`src/cpu_defines.svh`:
```
// processor width constants
`ifndef CPU_DEFINES_SVH
`define CPU_DEFINES_SVH

// data path and register index widths
`define WORD_W 32
`define REG_AW 5

// reset vector
`define PC_INIT 32'h0000_0000

// the whole word is the halt instruction, not just its opcode
`define HALT_WORD 32'hffff_ffff

`endif

```
`src/cpu_types_pkg.sv`:
```
// instruction set types
`include "cpu_defines.svh"

package cpu_types_pkg;

	// major opcodes of the subset
	typedef enum logic [5:0] {
		OP_RTYPE = 6'h00,
		OP_J = 6'h02,
		OP_JAL = 6'h03,
		OP_BEQ = 6'h04,
		OP_BNE = 6'h05,
		OP_ADDIU = 6'h09,
		OP_ORI = 6'h0d,
		OP_LUI = 6'h0f,
		OP_LW = 6'h23,
		OP_SW = 6'h2b,
		OP_HALT = 6'h3f
	} opcode_t;

	// r-type function codes
	typedef enum logic [5:0] {
		F_SLL = 6'h00,
		F_JR = 6'h08,
		F_ADDU = 6'h21,
		F_SUBU = 6'h23,
		F_AND = 6'h24,
		F_OR = 6'h25,
		F_SLT = 6'h2a
	} funct_t;

	typedef enum logic [3:0] {
		ALU_ADD,
		ALU_SUB,
		ALU_AND,
		ALU_OR,
		ALU_SLT,
		ALU_SLL,
		ALU_LUI
	} aluop_t;

	typedef struct packed {
		opcode_t opcode;
		logic [`REG_AW-1:0] rs;
		logic [`REG_AW-1:0] rt;
		logic [`REG_AW-1:0] rd;
		logic [`REG_AW-1:0] shamt;
		funct_t funct;
	} r_view_t;

	typedef struct packed {
		opcode_t opcode;
		logic [`REG_AW-1:0] rs;
		logic [`REG_AW-1:0] rt;
		logic [15:0] imm16;
	} i_view_t;

	// one fetched word, seen as r-type or i-type
	typedef union packed {
		r_view_t r_view;
		i_view_t i_view;
	} instr_u;

endpackage

```
`src/pipe_ctrl_pkg.sv`:
```
// pipeline control types
package pipe_ctrl_pkg;

	// next pc source
	typedef enum logic [1:0] {
		PC_NEXT,
		PC_BRANCH,
		PC_JUMP,
		PC_JR
	} pcsel_t;

	// register write data source
	typedef enum logic [1:0] {
		WB_ALU,
		WB_LOAD,
		WB_UPPER,
		WB_LINK
	} wbsel_t;

	// alu b operand source
	typedef enum logic [1:0] {
		SRC_REG,
		SRC_IMM,
		SRC_SHAMT
	} alusrc_t;

	// execute operand forwarding
	typedef enum logic [1:0] {
		FWD_NONE,
		FWD_MEM,
		FWD_WB
	} fwd_t;

endpackage

```
`src/alu.sv`:
```
// arithmetic and logic unit
`timescale 1ns/1ps
`include "cpu_defines.svh"

module alu import cpu_types_pkg::*; (
	input logic [`WORD_W-1:0] a,
	input logic [`WORD_W-1:0] b,
	input aluop_t op,
	output logic [`WORD_W-1:0] result,
	output logic zero,
	output logic negative,
	output logic overflow
);
	localparam int MSB = `WORD_W - 1;

	logic [`WORD_W-1:0] sum;
	logic [`WORD_W-1:0] diff;
	logic add_ovf;
	logic sub_ovf;

	assign sum = a + b;
	assign diff = a - b;
	// sign of the result disagrees with what the operands allow
	assign add_ovf = (a[MSB] == b[MSB]) && (sum[MSB] != a[MSB]);
	assign sub_ovf = (a[MSB] != b[MSB]) && (diff[MSB] != a[MSB]);

	always_comb begin
		result = '0;
		overflow = 1'b0;
		case (op)
			ALU_ADD: begin
				result = sum;
				overflow = add_ovf;
			end
			ALU_SUB: begin
				result = diff;
				overflow = sub_ovf;
			end
			ALU_AND: result = a & b;
			ALU_OR: result = a | b;
			// signed less-than, corrected for overflow
			ALU_SLT: result = {{MSB{1'b0}}, diff[MSB] ^ sub_ovf};
			ALU_SLL: result = a << b[4:0];
			ALU_LUI: result = {b[15:0], 16'h0000};
			default: result = '0;
		endcase
	end

	assign zero = (result == '0);
	assign negative = result[MSB];

endmodule

```
`src/control_unit.sv`:
```
// instruction decoder
`timescale 1ns/1ps
`include "cpu_defines.svh"

module control_unit import cpu_types_pkg::*, pipe_ctrl_pkg::*; (
	input instr_u instr,
	output aluop_t aluop,
	output alusrc_t alusrc,
	output wbsel_t wbsel,
	output pcsel_t pcsel,
	output logic regwrite,
	output logic dmemren,
	output logic dmemwen,
	output logic sign_ext,
	output logic branch_ne,
	output logic halt_op,
	output logic dest_rd,
	output logic link
);
	always_comb begin
		// unknown encodings fall through as a no-op
		aluop = ALU_ADD;
		alusrc = SRC_REG;
		wbsel = WB_ALU;
		pcsel = PC_NEXT;
		regwrite = 1'b0;
		dmemren = 1'b0;
		dmemwen = 1'b0;
		sign_ext = 1'b0;
		branch_ne = 1'b0;
		halt_op = 1'b0;
		dest_rd = 1'b0;
		link = 1'b0;
		case (instr.r_view.opcode)
			OP_RTYPE: begin
				regwrite = 1'b1;
				dest_rd = 1'b1;
				case (instr.r_view.funct)
					F_ADDU: aluop = ALU_ADD;
					F_SUBU: aluop = ALU_SUB;
					F_AND: aluop = ALU_AND;
					F_OR: aluop = ALU_OR;
					F_SLT: aluop = ALU_SLT;
					F_SLL: begin
						aluop = ALU_SLL;
						alusrc = SRC_SHAMT;
					end
					F_JR: begin
						regwrite = 1'b0;
						pcsel = PC_JR;
					end
					default: regwrite = 1'b0;
				endcase
			end
			OP_ADDIU: begin
				regwrite = 1'b1;
				alusrc = SRC_IMM;
				sign_ext = 1'b1;
			end
			OP_ORI: begin
				regwrite = 1'b1;
				alusrc = SRC_IMM;
				aluop = ALU_OR;
			end
			OP_LUI: begin
				regwrite = 1'b1;
				alusrc = SRC_IMM;
				aluop = ALU_LUI;
				wbsel = WB_UPPER;
			end
			OP_LW: begin
				regwrite = 1'b1;
				alusrc = SRC_IMM;
				sign_ext = 1'b1;
				dmemren = 1'b1;
				wbsel = WB_LOAD;
			end
			OP_SW: begin
				alusrc = SRC_IMM;
				sign_ext = 1'b1;
				dmemwen = 1'b1;
			end
			// compare by subtraction, offset is signed
			OP_BEQ, OP_BNE: begin
				aluop = ALU_SUB;
				pcsel = PC_BRANCH;
				sign_ext = 1'b1;
				branch_ne = (instr.r_view.opcode == OP_BNE);
			end
			OP_J: pcsel = PC_JUMP;
			OP_JAL: begin
				pcsel = PC_JUMP;
				regwrite = 1'b1;
				wbsel = WB_LINK;
				link = 1'b1;
			end
			OP_HALT: halt_op = (instr == `HALT_WORD);
			default: ;
		endcase
	end

	always_comb begin
		assert final (!(dmemren && dmemwen))
			else $error("decoder requests read and write together");
	end

endmodule

```
`src/datapath.sv`:
```
// five stage pipelined mips core
`timescale 1ns/1ps
`include "cpu_defines.svh"

module datapath import cpu_types_pkg::*, pipe_ctrl_pkg::*; (
	input logic CLK,
	input logic nRST,
	input logic [`WORD_W-1:0] imemload,
	input logic ihit,
	input logic [`WORD_W-1:0] dmemload,
	input logic dhit,
	output logic imemren,
	output logic [`WORD_W-1:0] imemaddr,
	output logic dmemren,
	output logic dmemwen,
	output logic [`WORD_W-1:0] dmemaddr,
	output logic [`WORD_W-1:0] dmemstore,
	output logic halt
);
	// fetch and IF/ID
	logic [`WORD_W-1:0] pc, pc_plus4;
	logic if_id_valid;
	instr_u if_id_instr;
	logic [`WORD_W-1:0] if_id_npc;

	// decode
	aluop_t id_aluop;
	alusrc_t id_alusrc;
	wbsel_t id_wbsel;
	pcsel_t id_pcsel;
	logic id_regwrite, id_dmemren, id_dmemwen, id_sign_ext;
	logic id_branch_ne, id_halt, id_dest_rd, id_link;
	logic [`WORD_W-1:0] id_rdat1, id_rdat2, id_imm;
	logic [`REG_AW-1:0] id_dest;

	// ID/EX
	logic id_ex_valid;
	aluop_t id_ex_aluop;
	alusrc_t id_ex_alusrc;
	wbsel_t id_ex_wbsel;
	pcsel_t id_ex_pcsel;
	logic id_ex_regwrite, id_ex_dmemren, id_ex_dmemwen, id_ex_branch_ne, id_ex_halt;
	logic [`WORD_W-1:0] id_ex_rdat1, id_ex_rdat2, id_ex_imm, id_ex_npc;
	logic [`REG_AW-1:0] id_ex_shamt, id_ex_rs, id_ex_rt, id_ex_dest;
	logic [25:0] id_ex_jaddr;

	// execute
	fwd_t fwd_a, fwd_b;
	logic [`WORD_W-1:0] ex_rs_val, ex_rt_val, alu_a, alu_b, alu_out;
	logic [`WORD_W-1:0] ex_result, ex_target;
	logic alu_zero;

	// EX/MEM
	logic ex_mem_valid;
	wbsel_t ex_mem_wbsel;
	pcsel_t ex_mem_pcsel;
	logic ex_mem_regwrite, ex_mem_dmemren, ex_mem_dmemwen;
	logic ex_mem_branch_ne, ex_mem_halt, ex_mem_zero;
	logic [`WORD_W-1:0] ex_mem_result, ex_mem_store, ex_mem_target;
	logic [`REG_AW-1:0] ex_mem_dest;
	logic redirect, mem_halt;

	// MEM/WB and writeback
	logic mem_wb_valid, mem_wb_regwrite;
	wbsel_t mem_wb_wbsel;
	logic [`WORD_W-1:0] mem_wb_result, mem_wb_load, wb_data;
	logic [`REG_AW-1:0] mem_wb_dest;
	logic wb_write;

	// hazard controls
	logic pc_wen, if_id_wen, id_ex_wen, ex_mem_wen, mem_wb_wen;
	logic if_id_flush, id_ex_flush, ex_mem_flush;

	function automatic logic [`WORD_W-1:0] fwd_mux(input fwd_t sel,
			input logic [`WORD_W-1:0] reg_val, input logic [`WORD_W-1:0] mem_val,
			input logic [`WORD_W-1:0] wb_val);
		case (sel)
			FWD_MEM: return mem_val;
			FWD_WB: return wb_val;
			default: return reg_val;
		endcase
	endfunction

	assign imemren = 1'b1;
	assign imemaddr = pc;
	assign pc_plus4 = pc + 32'd4;

	always_ff @(posedge CLK, negedge nRST) begin
		if (!nRST) begin
			pc <= `PC_INIT;
		end else if (pc_wen) begin
			pc <= redirect ? ex_mem_target : pc_plus4;
		end
	end

	// latch valid bits, payload below only matters while valid
	always_ff @(posedge CLK, negedge nRST) begin
		if (!nRST) begin
			if_id_valid <= 1'b0;
			id_ex_valid <= 1'b0;
			ex_mem_valid <= 1'b0;
			mem_wb_valid <= 1'b0;
		end else begin
			if (if_id_flush)
				if_id_valid <= 1'b0;
			else if (if_id_wen)
				if_id_valid <= 1'b1;
			if (id_ex_flush)
				id_ex_valid <= 1'b0;
			else if (id_ex_wen)
				id_ex_valid <= if_id_valid;
			if (ex_mem_flush)
				ex_mem_valid <= 1'b0;
			else if (ex_mem_wen)
				ex_mem_valid <= id_ex_valid;
			if (mem_wb_wen)
				mem_wb_valid <= ex_mem_valid;
		end
	end

	always_ff @(posedge CLK) begin
		if (if_id_wen) begin
			if_id_instr <= imemload;
			if_id_npc <= pc_plus4;
		end
	end

	control_unit ctrl0 (
		.instr(if_id_instr),
		.aluop(id_aluop),
		.alusrc(id_alusrc),
		.wbsel(id_wbsel),
		.pcsel(id_pcsel),
		.regwrite(id_regwrite),
		.dmemren(id_dmemren),
		.dmemwen(id_dmemwen),
		.sign_ext(id_sign_ext),
		.branch_ne(id_branch_ne),
		.halt_op(id_halt),
		.dest_rd(id_dest_rd),
		.link(id_link)
	);

	register_file rf0 (
		.CLK(CLK),
		.nRST(nRST),
		.wen(wb_write),
		.wsel(mem_wb_dest),
		.wdat(wb_data),
		.rsel1(if_id_instr.r_view.rs),
		.rsel2(if_id_instr.r_view.rt),
		.rdat1(id_rdat1),
		.rdat2(id_rdat2)
	);

	assign id_imm = id_sign_ext ? {{16{if_id_instr.i_view.imm16[15]}}, if_id_instr.i_view.imm16}
		: {16'h0000, if_id_instr.i_view.imm16};
	// jal links into r31
	assign id_dest = id_link ? 5'd31
		: (id_dest_rd ? if_id_instr.r_view.rd : if_id_instr.r_view.rt);

	always_ff @(posedge CLK) begin
		if (id_ex_wen) begin
			id_ex_aluop <= id_aluop;
			id_ex_alusrc <= id_alusrc;
			id_ex_wbsel <= id_wbsel;
			id_ex_pcsel <= id_pcsel;
			id_ex_regwrite <= id_regwrite;
			id_ex_dmemren <= id_dmemren;
			id_ex_dmemwen <= id_dmemwen;
			id_ex_branch_ne <= id_branch_ne;
			id_ex_halt <= id_halt;
			id_ex_rdat1 <= id_rdat1;
			id_ex_rdat2 <= id_rdat2;
			id_ex_imm <= id_imm;
			id_ex_npc <= if_id_npc;
			id_ex_shamt <= if_id_instr.r_view.shamt;
			id_ex_rs <= if_id_instr.r_view.rs;
			id_ex_rt <= if_id_instr.r_view.rt;
			id_ex_dest <= id_dest;
			// jump field is the low 26 bits of the word
			id_ex_jaddr <= {if_id_instr.r_view.rs, if_id_instr.r_view.rt, if_id_instr.r_view.rd,
				if_id_instr.r_view.shamt, if_id_instr.r_view.funct};
		end
	end

	forward_unit fwd0 (
		.ex_rs(id_ex_rs),
		.ex_rt(id_ex_rt),
		.mem_dest(ex_mem_dest),
		.wb_dest(mem_wb_dest),
		.mem_regwrite(ex_mem_valid && ex_mem_regwrite),
		.wb_regwrite(wb_write),
		.mem_wbsel(ex_mem_wbsel),
		.fwd_a(fwd_a),
		.fwd_b(fwd_b)
	);

	assign ex_rs_val = fwd_mux(fwd_a, id_ex_rdat1, ex_mem_result, wb_data);
	assign ex_rt_val = fwd_mux(fwd_b, id_ex_rdat2, ex_mem_result, wb_data);

	// sll shifts rt, so rt moves onto the a side
	assign alu_a = (id_ex_alusrc == SRC_SHAMT) ? ex_rt_val : ex_rs_val;

	always_comb begin
		case (id_ex_alusrc)
			SRC_IMM: alu_b = id_ex_imm;
			SRC_SHAMT: alu_b = {{(`WORD_W - `REG_AW){1'b0}}, id_ex_shamt};
			default: alu_b = ex_rt_val;
		endcase
	end

	alu alu0 (
		.a(alu_a),
		.b(alu_b),
		.op(id_ex_aluop),
		.result(alu_out),
		.zero(alu_zero),
		.negative(),
		.overflow()
	);

	assign ex_result = (id_ex_wbsel == WB_LINK) ? id_ex_npc : alu_out;

	always_comb begin
		case (id_ex_pcsel)
			PC_BRANCH: ex_target = id_ex_npc + {id_ex_imm[`WORD_W-3:0], 2'b00};
			PC_JUMP: ex_target = {id_ex_npc[31:28], id_ex_jaddr, 2'b00};
			PC_JR: ex_target = ex_rs_val;
			default: ex_target = id_ex_npc;
		endcase
	end

	always_ff @(posedge CLK) begin
		if (ex_mem_wen) begin
			ex_mem_wbsel <= id_ex_wbsel;
			ex_mem_pcsel <= id_ex_pcsel;
			ex_mem_regwrite <= id_ex_regwrite;
			ex_mem_dmemren <= id_ex_dmemren;
			ex_mem_dmemwen <= id_ex_dmemwen;
			ex_mem_branch_ne <= id_ex_branch_ne;
			ex_mem_halt <= id_ex_halt;
			ex_mem_zero <= alu_zero;
			ex_mem_result <= ex_result;
			ex_mem_store <= ex_rt_val;
			ex_mem_target <= ex_target;
			ex_mem_dest <= id_ex_dest;
		end
	end

	assign dmemren = ex_mem_valid && ex_mem_dmemren;
	assign dmemwen = ex_mem_valid && ex_mem_dmemwen;
	assign dmemaddr = ex_mem_result;
	assign dmemstore = ex_mem_store;
	assign mem_halt = ex_mem_valid && ex_mem_halt;

	// branches and jumps resolve here in MEM
	assign redirect = ex_mem_valid && (ex_mem_pcsel == PC_JUMP || ex_mem_pcsel == PC_JR
		|| (ex_mem_pcsel == PC_BRANCH && (ex_mem_zero ^ ex_mem_branch_ne)));

	// sticky once the halt word leaves MEM
	always_ff @(posedge CLK, negedge nRST) begin
		if (!nRST) begin
			halt <= 1'b0;
		end else if (mem_halt) begin
			halt <= 1'b1;
		end
	end

	hazard_unit haz0 (
		.ihit(ihit),
		.dhit(dhit),
		.mem_dmem_req(dmemren || dmemwen),
		.redirect(redirect),
		.ex_dmemren(id_ex_valid && id_ex_dmemren),
		.ex_rt(id_ex_rt),
		.id_rs(if_id_instr.r_view.rs),
		.id_rt(if_id_instr.r_view.rt),
		.halted(halt || mem_halt),
		.pc_wen(pc_wen),
		.if_id_wen(if_id_wen),
		.id_ex_wen(id_ex_wen),
		.ex_mem_wen(ex_mem_wen),
		.mem_wb_wen(mem_wb_wen),
		.if_id_flush(if_id_flush),
		.id_ex_flush(id_ex_flush),
		.ex_mem_flush(ex_mem_flush)
	);

	always_ff @(posedge CLK) begin
		if (mem_wb_wen) begin
			mem_wb_regwrite <= ex_mem_regwrite;
			mem_wb_wbsel <= ex_mem_wbsel;
			mem_wb_result <= ex_mem_result;
			mem_wb_load <= dmemload;
			mem_wb_dest <= ex_mem_dest;
		end
	end

	assign wb_write = mem_wb_valid && mem_wb_regwrite;
	assign wb_data = (mem_wb_wbsel == WB_LOAD) ? mem_wb_load : mem_wb_result;

	assert property (@(posedge CLK) disable iff (!nRST) imemaddr[1:0] == 2'b00)
		else $error("fetch address not word aligned");

endmodule

```
`src/forward_unit.sv`:
```
// execute stage operand forwarding
`timescale 1ns/1ps

module forward_unit import pipe_ctrl_pkg::*; (
	input logic [4:0] ex_rs,
	input logic [4:0] ex_rt,
	input logic [4:0] mem_dest,
	input logic [4:0] wb_dest,
	input logic mem_regwrite,
	input logic wb_regwrite,
	input wbsel_t mem_wbsel,
	output fwd_t fwd_a,
	output fwd_t fwd_b
);
	logic mem_ok;
	logic wb_ok;

	// a load still in MEM has no data, the hazard unit stalls for it
	assign mem_ok = mem_regwrite && (mem_dest != '0) && (mem_wbsel != WB_LOAD);
	assign wb_ok = wb_regwrite && (wb_dest != '0);

	// younger producer in EX/MEM wins over MEM/WB
	function automatic fwd_t pick(input logic [4:0] src, input logic m_ok,
			input logic [4:0] m_dest, input logic w_ok, input logic [4:0] w_dest);
		if (m_ok && m_dest == src)
			return FWD_MEM;
		if (w_ok && w_dest == src)
			return FWD_WB;
		return FWD_NONE;
	endfunction

	assign fwd_a = pick(ex_rs, mem_ok, mem_dest, wb_ok, wb_dest);
	assign fwd_b = pick(ex_rt, mem_ok, mem_dest, wb_ok, wb_dest);

endmodule

```
`src/hazard_unit.sv`:
```
// pipeline stall and flush control
`timescale 1ns/1ps

module hazard_unit (
	input logic ihit,
	input logic dhit,
	input logic mem_dmem_req,
	input logic redirect,
	input logic ex_dmemren,
	input logic [4:0] ex_rt,
	input logic [4:0] id_rs,
	input logic [4:0] id_rt,
	input logic halted,
	output logic pc_wen,
	output logic if_id_wen,
	output logic id_ex_wen,
	output logic ex_mem_wen,
	output logic mem_wb_wen,
	output logic if_id_flush,
	output logic id_ex_flush,
	output logic ex_mem_flush
);
	logic dwait;
	logic load_use;

	assign dwait = mem_dmem_req && !dhit;
	assign load_use = ex_dmemren && (ex_rt != '0) && (ex_rt == id_rs || ex_rt == id_rt);

	always_comb begin
		pc_wen = 1'b1;
		if_id_wen = 1'b1;
		id_ex_wen = 1'b1;
		ex_mem_wen = 1'b1;
		mem_wb_wen = 1'b1;
		if_id_flush = 1'b0;
		id_ex_flush = 1'b0;
		ex_mem_flush = 1'b0;
		if (dwait || (redirect && !ihit)) begin
			// freeze everything; a redirect also waits so the fetch address stays put
			pc_wen = 1'b0;
			if_id_wen = 1'b0;
			id_ex_wen = 1'b0;
			ex_mem_wen = 1'b0;
			mem_wb_wen = 1'b0;
		end else if (halted || redirect) begin
			// halt drains to writeback, younger work is discarded
			pc_wen = !halted;
			if_id_flush = 1'b1;
			id_ex_flush = 1'b1;
			ex_mem_flush = 1'b1;
		end else if (load_use) begin
			pc_wen = 1'b0;
			if_id_wen = 1'b0;
			id_ex_flush = 1'b1;
		end else if (!ihit) begin
			pc_wen = 1'b0;
			if_id_flush = 1'b1;
		end
	end

	always_comb begin
		assert final (!(if_id_flush && !if_id_wen) && !(id_ex_flush && !id_ex_wen)
				&& !(ex_mem_flush && !ex_mem_wen))
			else $error("latch flushed and held together");
	end

endmodule

```
`src/register_file.sv`:
```
// mips register file
`timescale 1ns/1ps
`include "cpu_defines.svh"

module register_file (
	input logic CLK,
	input logic nRST,
	input logic wen,
	input logic [`REG_AW-1:0] wsel,
	input logic [`WORD_W-1:0] wdat,
	input logic [`REG_AW-1:0] rsel1,
	input logic [`REG_AW-1:0] rsel2,
	output logic [`WORD_W-1:0] rdat1,
	output logic [`WORD_W-1:0] rdat2
);
	logic [`WORD_W-1:0] regs [1 << `REG_AW];
	logic write_live;

	// r0 is never written, so it stays at its reset value
	assign write_live = wen && (wsel != '0);

	always_ff @(posedge CLK, negedge nRST) begin
		if (!nRST) begin
			regs <= '{default: '0};
		end else if (write_live) begin
			regs[wsel] <= wdat;
		end
	end

	// write-first, decode sees the value written back this cycle
	assign rdat1 = (write_live && wsel == rsel1) ? wdat : regs[rsel1];
	assign rdat2 = (write_live && wsel == rsel2) ? wdat : regs[rsel2];

	assert property (@(posedge CLK) disable iff (!nRST) wen |-> !$isunknown(wsel))
		else $error("register write with unknown wsel");

endmodule

```
`config.mk`:
```
export PLATFORM = sky130hd
export DESIGN_NAME = datapath
export DESIGN_NICKNAME = d
export VERILOG_FILES = /design/src/cpu_types_pkg.sv /design/src/pipe_ctrl_pkg.sv /design/src/alu.sv /design/src/control_unit.sv /design/src/datapath.sv /design/src/forward_unit.sv /design/src/hazard_unit.sv /design/src/register_file.sv
export VERILOG_INCLUDE_DIRS = /design/src /design/src/src
export SDC_FILE = /design/constraint.sdc
export NUM_CORES = 2
export LEC_CHECK = 0
export ABC_AREA = 0
export BUFFER_PORTS_ARGS = -buffer_cell sky130_fd_sc_hd__buf_2
export CAP_MARGIN = 20
export CORE_MARGIN = 3
export CORE_UTILIZATION = 60
export DETAILED_ROUTE_END_ITERATION = 10
export GPL_TIMING_DRIVEN = 1
export PLACE_DENSITY_LB_ADDON = 0.1
export SLEW_MARGIN = 20
export SYNTH_ARGS = -nofsm -noshare
export SYNTH_HDL_FRONTEND = slang
export SYNTH_SLANG_ARGS = --single-unit
```
`constraint.sdc`:
```
create_clock -name CLK -period 33.6 [get_ports CLK]
set_input_delay 1.68 -clock CLK [delete_from_list [all_inputs] [get_ports CLK]]
set_output_delay 1.68 -clock CLK [all_outputs]
set_load 0.01 [all_outputs]
```
* Yosys cells after proc, flatten, opt, wreduce, memory -nomap -nowiden
Cells that the tools add are included.
Storage, ports and cells: bits of input ports 68, bits in registers 1482, output and inout bits 100
Operators by class: mux-type cells 71, bitwise logic cells 7, add/sub/neg operators 4, shifts and indexed selects 1, eq/ne operators 50, order comparisons 4, reduce and logical (&&, ||, !) cells 47
Operators by type and width (count):
- 1024-bit bitwise mux | 1
- 32-bit two-way mux | 11
- 32-bit binary-select mux with 5-bit select | 2
- 32-bit case mux with 7 select lines | 1
- 32-bit case mux with 2 select lines | 3
- 32-bit demux with 5-bit select | 1
- 32-bit case mux with 3 select lines | 1
- 32-bit adder | 2
- 6-bit equality test, second input constant | 8
- 5-bit equality test | 8
- 1-bit two-way mux | 34
- 32-bit by 3-bit adder with 32-bit output, second input constant | 1
- 32-bit AND | 1
- 32-bit equality test, second input constant | 1
- 32-bit logical NOT | 1
- 32-bit bitwise OR | 1
- 32-bit by 5-bit left shift with 32-bit output | 1
- 32-bit subtractor | 1
- 6-bit by 4-bit equality test with 1-bit output, second input constant | 4
- 1-bit logical AND | 23
- 2-bit two-way mux | 10
- 6-bit >= comparator, second input constant | 3
- 5-bit NOT with 6-bit output | 3
- 2-bit equality test, second input constant | 8
- 26 further kinds | 54

* Logic depth before layout (Yosys ltp)
depth in word-level cells 17, gate-level depth with buffers 35, gate-level depth less buffers 31

* Cells and area by module
A second synthesis with hierarchy kept.
Unflattened totals: cells, all modules 6064, area total of the unflattened synthesis 80780.0 um^2
By module, submodules not included:
- register_file | area each 53415.0 um^2, sequential area each 25624.6 um^2, instances 1, cells an instance 3483
- datapath | area each 19189.7 um^2, sequential area each 12637.1 um^2, instances 1, cells an instance 1400
- alu | area each 7236.9 um^2, sequential area each 0.0 um^2, instances 1, cells an instance 1041
- control_unit | area each 405.4 um^2, sequential area each 0.0 um^2, instances 1, cells an instance 72
- forward_unit | area each 309.0 um^2, sequential area each 0.0 um^2, instances 1, cells an instance 36
- hazard_unit | area each 224.0 um^2, sequential area each 0.0 um^2, instances 1, cells an instance 32

* Worst setup path after synthesis
No wires, ideal clock.
path kind input port to flip-flop, from in dhit, to reg pc[31], in the netlist imemaddr[31], setup slack 22.012 ns, arrival 11.461 ns, cell stages on the path 6, path through o22ai_1 inv_1 o31a_1 o211ai_1 clkbuf_1 a221o_1
Between the ends: cells in the longest elaborated chain, start to end 4
Ends and longest elaborated chain:
- start, declared | RTL line datapath.sv:11 | input logic dhit,
- 1-bit logical NOT | RTL line hazard_unit.sv:26 | assign dwait = mem_dmem_req && !dhit;
- 1-bit logical AND | RTL line hazard_unit.sv:26
- 1-bit logical OR | RTL line hazard_unit.sv:38 | if (dwait || (redirect && !ihit)) begin
- 1-bit two-way mux | RTL line hazard_unit.sv:38
- end signal, assigned | RTL line datapath.sv:90 | pc <= `PC_INIT;
- end signal, assigned | RTL line datapath.sv:92 | pc <= redirect ? ex_mem_target : pc_plus4;
- end, declared | RTL line datapath.sv:21 | logic [`WORD_W-1:0] pc, pc_plus4;
Every way passes these cells. A chain may end at the register's enable or synchronous reset.

* Worst setup path after layout
from reg mem_wb_wbsel[1], to reg ex_mem_zero (data pin)
Between the ends: cells in the longest elaborated chain, start to end 10, elaborated cells between the ends (all ways) 17
Ends and longest elaborated chain:
- start, declared | RTL line datapath.sv:65 | wbsel_t mem_wb_wbsel;
- start signal, assigned | RTL line datapath.sv:293 | mem_wb_wbsel <= ex_mem_wbsel;
- 2-bit by 1-bit equality test with 1-bit output * | RTL line datapath.sv:301 | assign wb_data = (mem_wb_wbsel == WB_LOAD) ? mem_wb_load : mem_wb_result;
- 32-bit two-way mux * | RTL line datapath.sv:301
- 32-bit case mux with 2 select lines * | RTL line datapath.sv:77 | case (sel)
- via ex_rt_val[1] | RTL line datapath.sv:49 | logic [`WORD_W-1:0] ex_rs_val, ex_rt_val, alu_a, alu_b, alu_out;
- 32-bit case mux with 2 select lines / 32-bit two-way mux (equally long branches) | RTL line datapath.sv:206, datapath.sv:203
- 32-bit subtractor | RTL line alu.sv:22 | assign diff = a - b;
- 1-bit inequality test | RTL line alu.sv:25 | assign sub_ovf = (a[MSB] != b[MSB]) && (diff[MSB] != a[MSB]);
- 1-bit logical AND | RTL line alu.sv:25
- 1-bit bitwise XOR | RTL line alu.sv:42 | ALU_SLT: result = {{MSB{1'b0}}, diff[MSB] ^ sub_ovf};
- 32-bit case mux with 7 select lines * | RTL line alu.sv:30 | case (op)
- 32-bit logical NOT * | RTL line alu.sv:49 | assign zero = (result == '0);
- via alu0.zero | RTL line alu.sv:10 | output logic zero,
- end signal, assigned | RTL line datapath.sv:243 | ex_mem_zero <= alu_zero;
- end, declared | RTL line datapath.sv:58 | logic ex_mem_branch_ne, ex_mem_halt, ex_mem_zero;
Mark *: on every way through the listed nets, which the timed path passes. The rest lies on a longest branch.

==> summary.txt <==
Status
  – Status: complete, no violations

STA
  – Slew headroom: 17.75%
  – Final hold violation count: 0
  – Setup violations, final: 0
  – Unrepaired setup endpoints after global routing: false
  – Min Hold Slack: 393.4 ps
  – Final Cycle Share: 29.68%
  – Slew at the pin closest to its max-slew limit: 1223 ps
  – Clk_skew: 45.32 ps
  – Min Tclk post-route: 9973 ps
  – Fin Setup TNS: 0 ps
  – F_max: 100.3 MHz
  – Max Slew Vio Count: 0

Worst setup path
  – Crit Path Max Fanout: 42
  – WP data required: 34260 ps
  – WS Path Type: reg2reg
  – Slowest cell on crit path: mux2i_4
  – Delay-heaviest family, CP: compound AO/OA/AOI/OAI gates
  – Setup crit end kind: flip-flop
  – CP peak stage delay: 980 ps
  – Worst EP arrival: 10630 ps
  – Startpoint Class: flip-flop
  – WP buf/inv: 4

Routing
  – Routed WL: 267100 um
  – Initial DRC count: 7962
  – Detailed-router iteration count before antenna repair: 6
  – WL/cell: 30.90 um
  – Residual DRC count: 0
  – Via count: 59650
  – Vias per inst: 6.901
  – Routed Antenna Nets: 0

Synthesis
  – Synth unique cells: 86
  – Synth Instances: 6972
  – Post-synth ARST share: 73.17%
  – Synth cell count leaders: 1061 x dfrtp_1, 924 x nand2_1, 800 x o21ai_0
  – Top-count cell post-synth: dfrtp_1
  – Synth Area per Inst: 11.28 sq um
  – Seq/Total Area, Yosys: 48.61%
  – Synth Warn #: 0
  – Syn_nets: 7175
  – Synth area leader: dfrtp_1
  – Post-synth EDFFs: 389
  – Top post-synthesis cells by area: dfrtp_1 34%, mux4_2 19%, edfxtp_1 15%, o21ai_0 5.1%, nand2_1 4.4%
  – Yosys reg bits: 1450
  – Synthesized area: 78640 sq um
  – Top_reg_cell synth: dfrtp_1
  – Top cell type's share of synthesized area: 33.76%

Clock tree
  – TritonCTS clock tree: yes
  – Clock sink total: 1450
  – CTS H-tree depth: 4
  – Clk_lat worst skew: 810 ps
  – Clock transition at the registers of the reported paths: 60 ps
  – Setup bufs post-CTS: 0
  – Clock Tree Buf Depth: 3
  – Post-cts resize count: 0
  – Root buffer cell: clkbuf_16
  – Post-CTS Hold Buffers: 0
  – Clock buffer count from CTS: 154

Global route
  – GR Overflow Total: 0
  – Global-route wire length before repair: 392900 um
  – Largest net degree at the start of global routing: 149
  – Met2 layer usage reported by global route: 60.01%
  – Top Usage Layer GRT: met2
  – Tot GR Track Use: 39.65%
  – Number of antenna violations at the first check in global routing: 9
  – Vias in the first global route: 57980
  – Met3 Track Usage GR: 8.607%
  – Met1 Usage GRT: 55.25%

Layout
  – Area of the multi-input gates: 38050 sq um
  – Layout area overhead: 9.719%
  – Fill cell count: 9847
  – Post-route design area: 86290 sq um
  – Final nets: 6980
  – Final Util: 66.47%
  – Layout cell share with drive strength beyond 1: 19.89%
  – Register Area: 38230 sq um

Floorplanning
  – Core ar.: 129800 sq um
  – Starting Density: 60.58%
  – Die ar.: 135500 sq um
  – Row cnt: 132
  – DIE HEIGHT: 368.0 um
  – Die X: 368.0 um
  – Number of I/O pins: 168

Power
  – Cell Pwr Density: 49.57 nW/um^2
  – Sequential share of power: 46.7%
  – Power share of the clock group: 40.8%
  – Comb pwr share: 12.5%
  – Static Leak: 36.74 nW
  – Net Sw Power: 1.165 mW
  – Internal: 3.112 mW
  – Worst-case vdd ir drop: 0.05676 mV
  – Sw Ratio: 27.24%

Worst hold path
  – Min-delay worst type: reg2reg

Placement
  – Placer congestion estimate: 1.069
  – Placed wire-length estimate: 168000 um
  – Post-Place Cell Area: 80920 sq um
  – IO buf count: 166

Run
  – Max-cap viol count: 0
-- final cells by class --
| cell class | count | share of cell area (%) |
|---|---|---|
| multi-input cells | 4737 | 44.10 |
| clock buffers | 222 | 5.140 |
| flip-flops and latches | 1450 | 44.31 |
| well taps | 1742 | 2.526 |
| clock inverters | 54 | 0.8338 |
| inverters | 126 | 0.5626 |
| diodes | 5 | 0.01450 |
| repair buffers | 308 | 2.520 |
-- cells by family (layout without fill, tap and decap cells) --
kind of cell	Yosys count	after routing	synth area share, %
flip-flops	1450	1450	48.61
other	1	6	0.004768
AND/OR/NAND/NOR	1885	1885	10.09
XOR/XNOR	124	124	1.381
adder cells (fa/ha/maj)	135	135	2.186
AO/OA/AOI/OAI	1737	1737	12.29
multiplexers	855	855	21.62
buffers and inverters	785	710	3.817
-- layer usage --
layer	vias to the layer above	wire (um)
met4	2	14960
met3	725	27380
li1	25230	-
met5	-	11
met1	30220	102900
met2	3477	121800
-- layout by cell type, fill, tap and decap left out, types with 23 or more instances in the layout --
cell / count
ha_1: 130
o22ai_1: 50
nand4_1: 75
and3_1: 86
dfrtp_1: 1061
o21ai_0: 800
xor2_1: 62
mux2i_1: 102
a21oi_1: 586
nor3_1: 52
nand2b_1: 23
clkbuf_16: 161
buf_4: 122
edfxtp_1: 389
mux2_2: 49
mux2i_4: 27
clkbuf_1: 41
o31ai_1: 64
nand3_1: 47
buf_2: 165
xnor2_1: 62
nor2_1: 579
a211oi_1: 33
nand2_1: 908
mux4_2: 665
inv_1: 119
-- stage by stage --
stage	worst slack (ps)	power, mW	instances
floorplan	22010	2.309	6972
global placement	23910	2.530	8351
detailed placement	23960	2.540	8356
CTS	23870	4.271	8632
global route	23260	4.407	8639
finish	23630	4.277	8644
-- path summary, 6_finish.rpt --
path                            startpoint        endpoint  slack (ps)  depth (start not counted)
min                         rf0.regs[1003]  rf0.regs[1003]         390                          0
min in group asynchronous             nRST     if_id_valid         800                          1
min reg2reg                 rf0.regs[1003]  rf0.regs[1003]         390                          0
max in group asynchronous             nRST   rf0.regs[707]       28190                          6
max reg2reg                mem_wb_wbsel[1]     ex_mem_zero       23630                         33
max                        mem_wb_wbsel[1]     ex_mem_zero       23630                         33
-- flip-flops by register name (all words and copies together), names as in the netlist, 16 cells and up --
name,count
id_ex_rdat1,32
id_ex_rdat2,32
if_id_instr,32
dmemstore,32
mem_wb_load,32
ex_mem_target,32
id_ex_npc,32
imemaddr,32
if_id_npc,32
mem_wb_result,32
id_ex_imm,16
rf0.regs,1024
dmemaddr,32
-- power by group through the flow --
stage / sequential (mW) / combinational (mW) / clock, mW
6_report: 2.00 / 0.533 / 1.74
5_1_grt: 2.00 / 0.570 / 1.83
4_1_cts: 1.99 / 0.517 / 1.76
3_5_place_dp: 2.03 / 0.514 / 0
3_3_place_gp: 2.02 / 0.507 / 0
2_1_floorplan: 1.98 / 0.327 / 0
(Power assumes the default switching activity.)
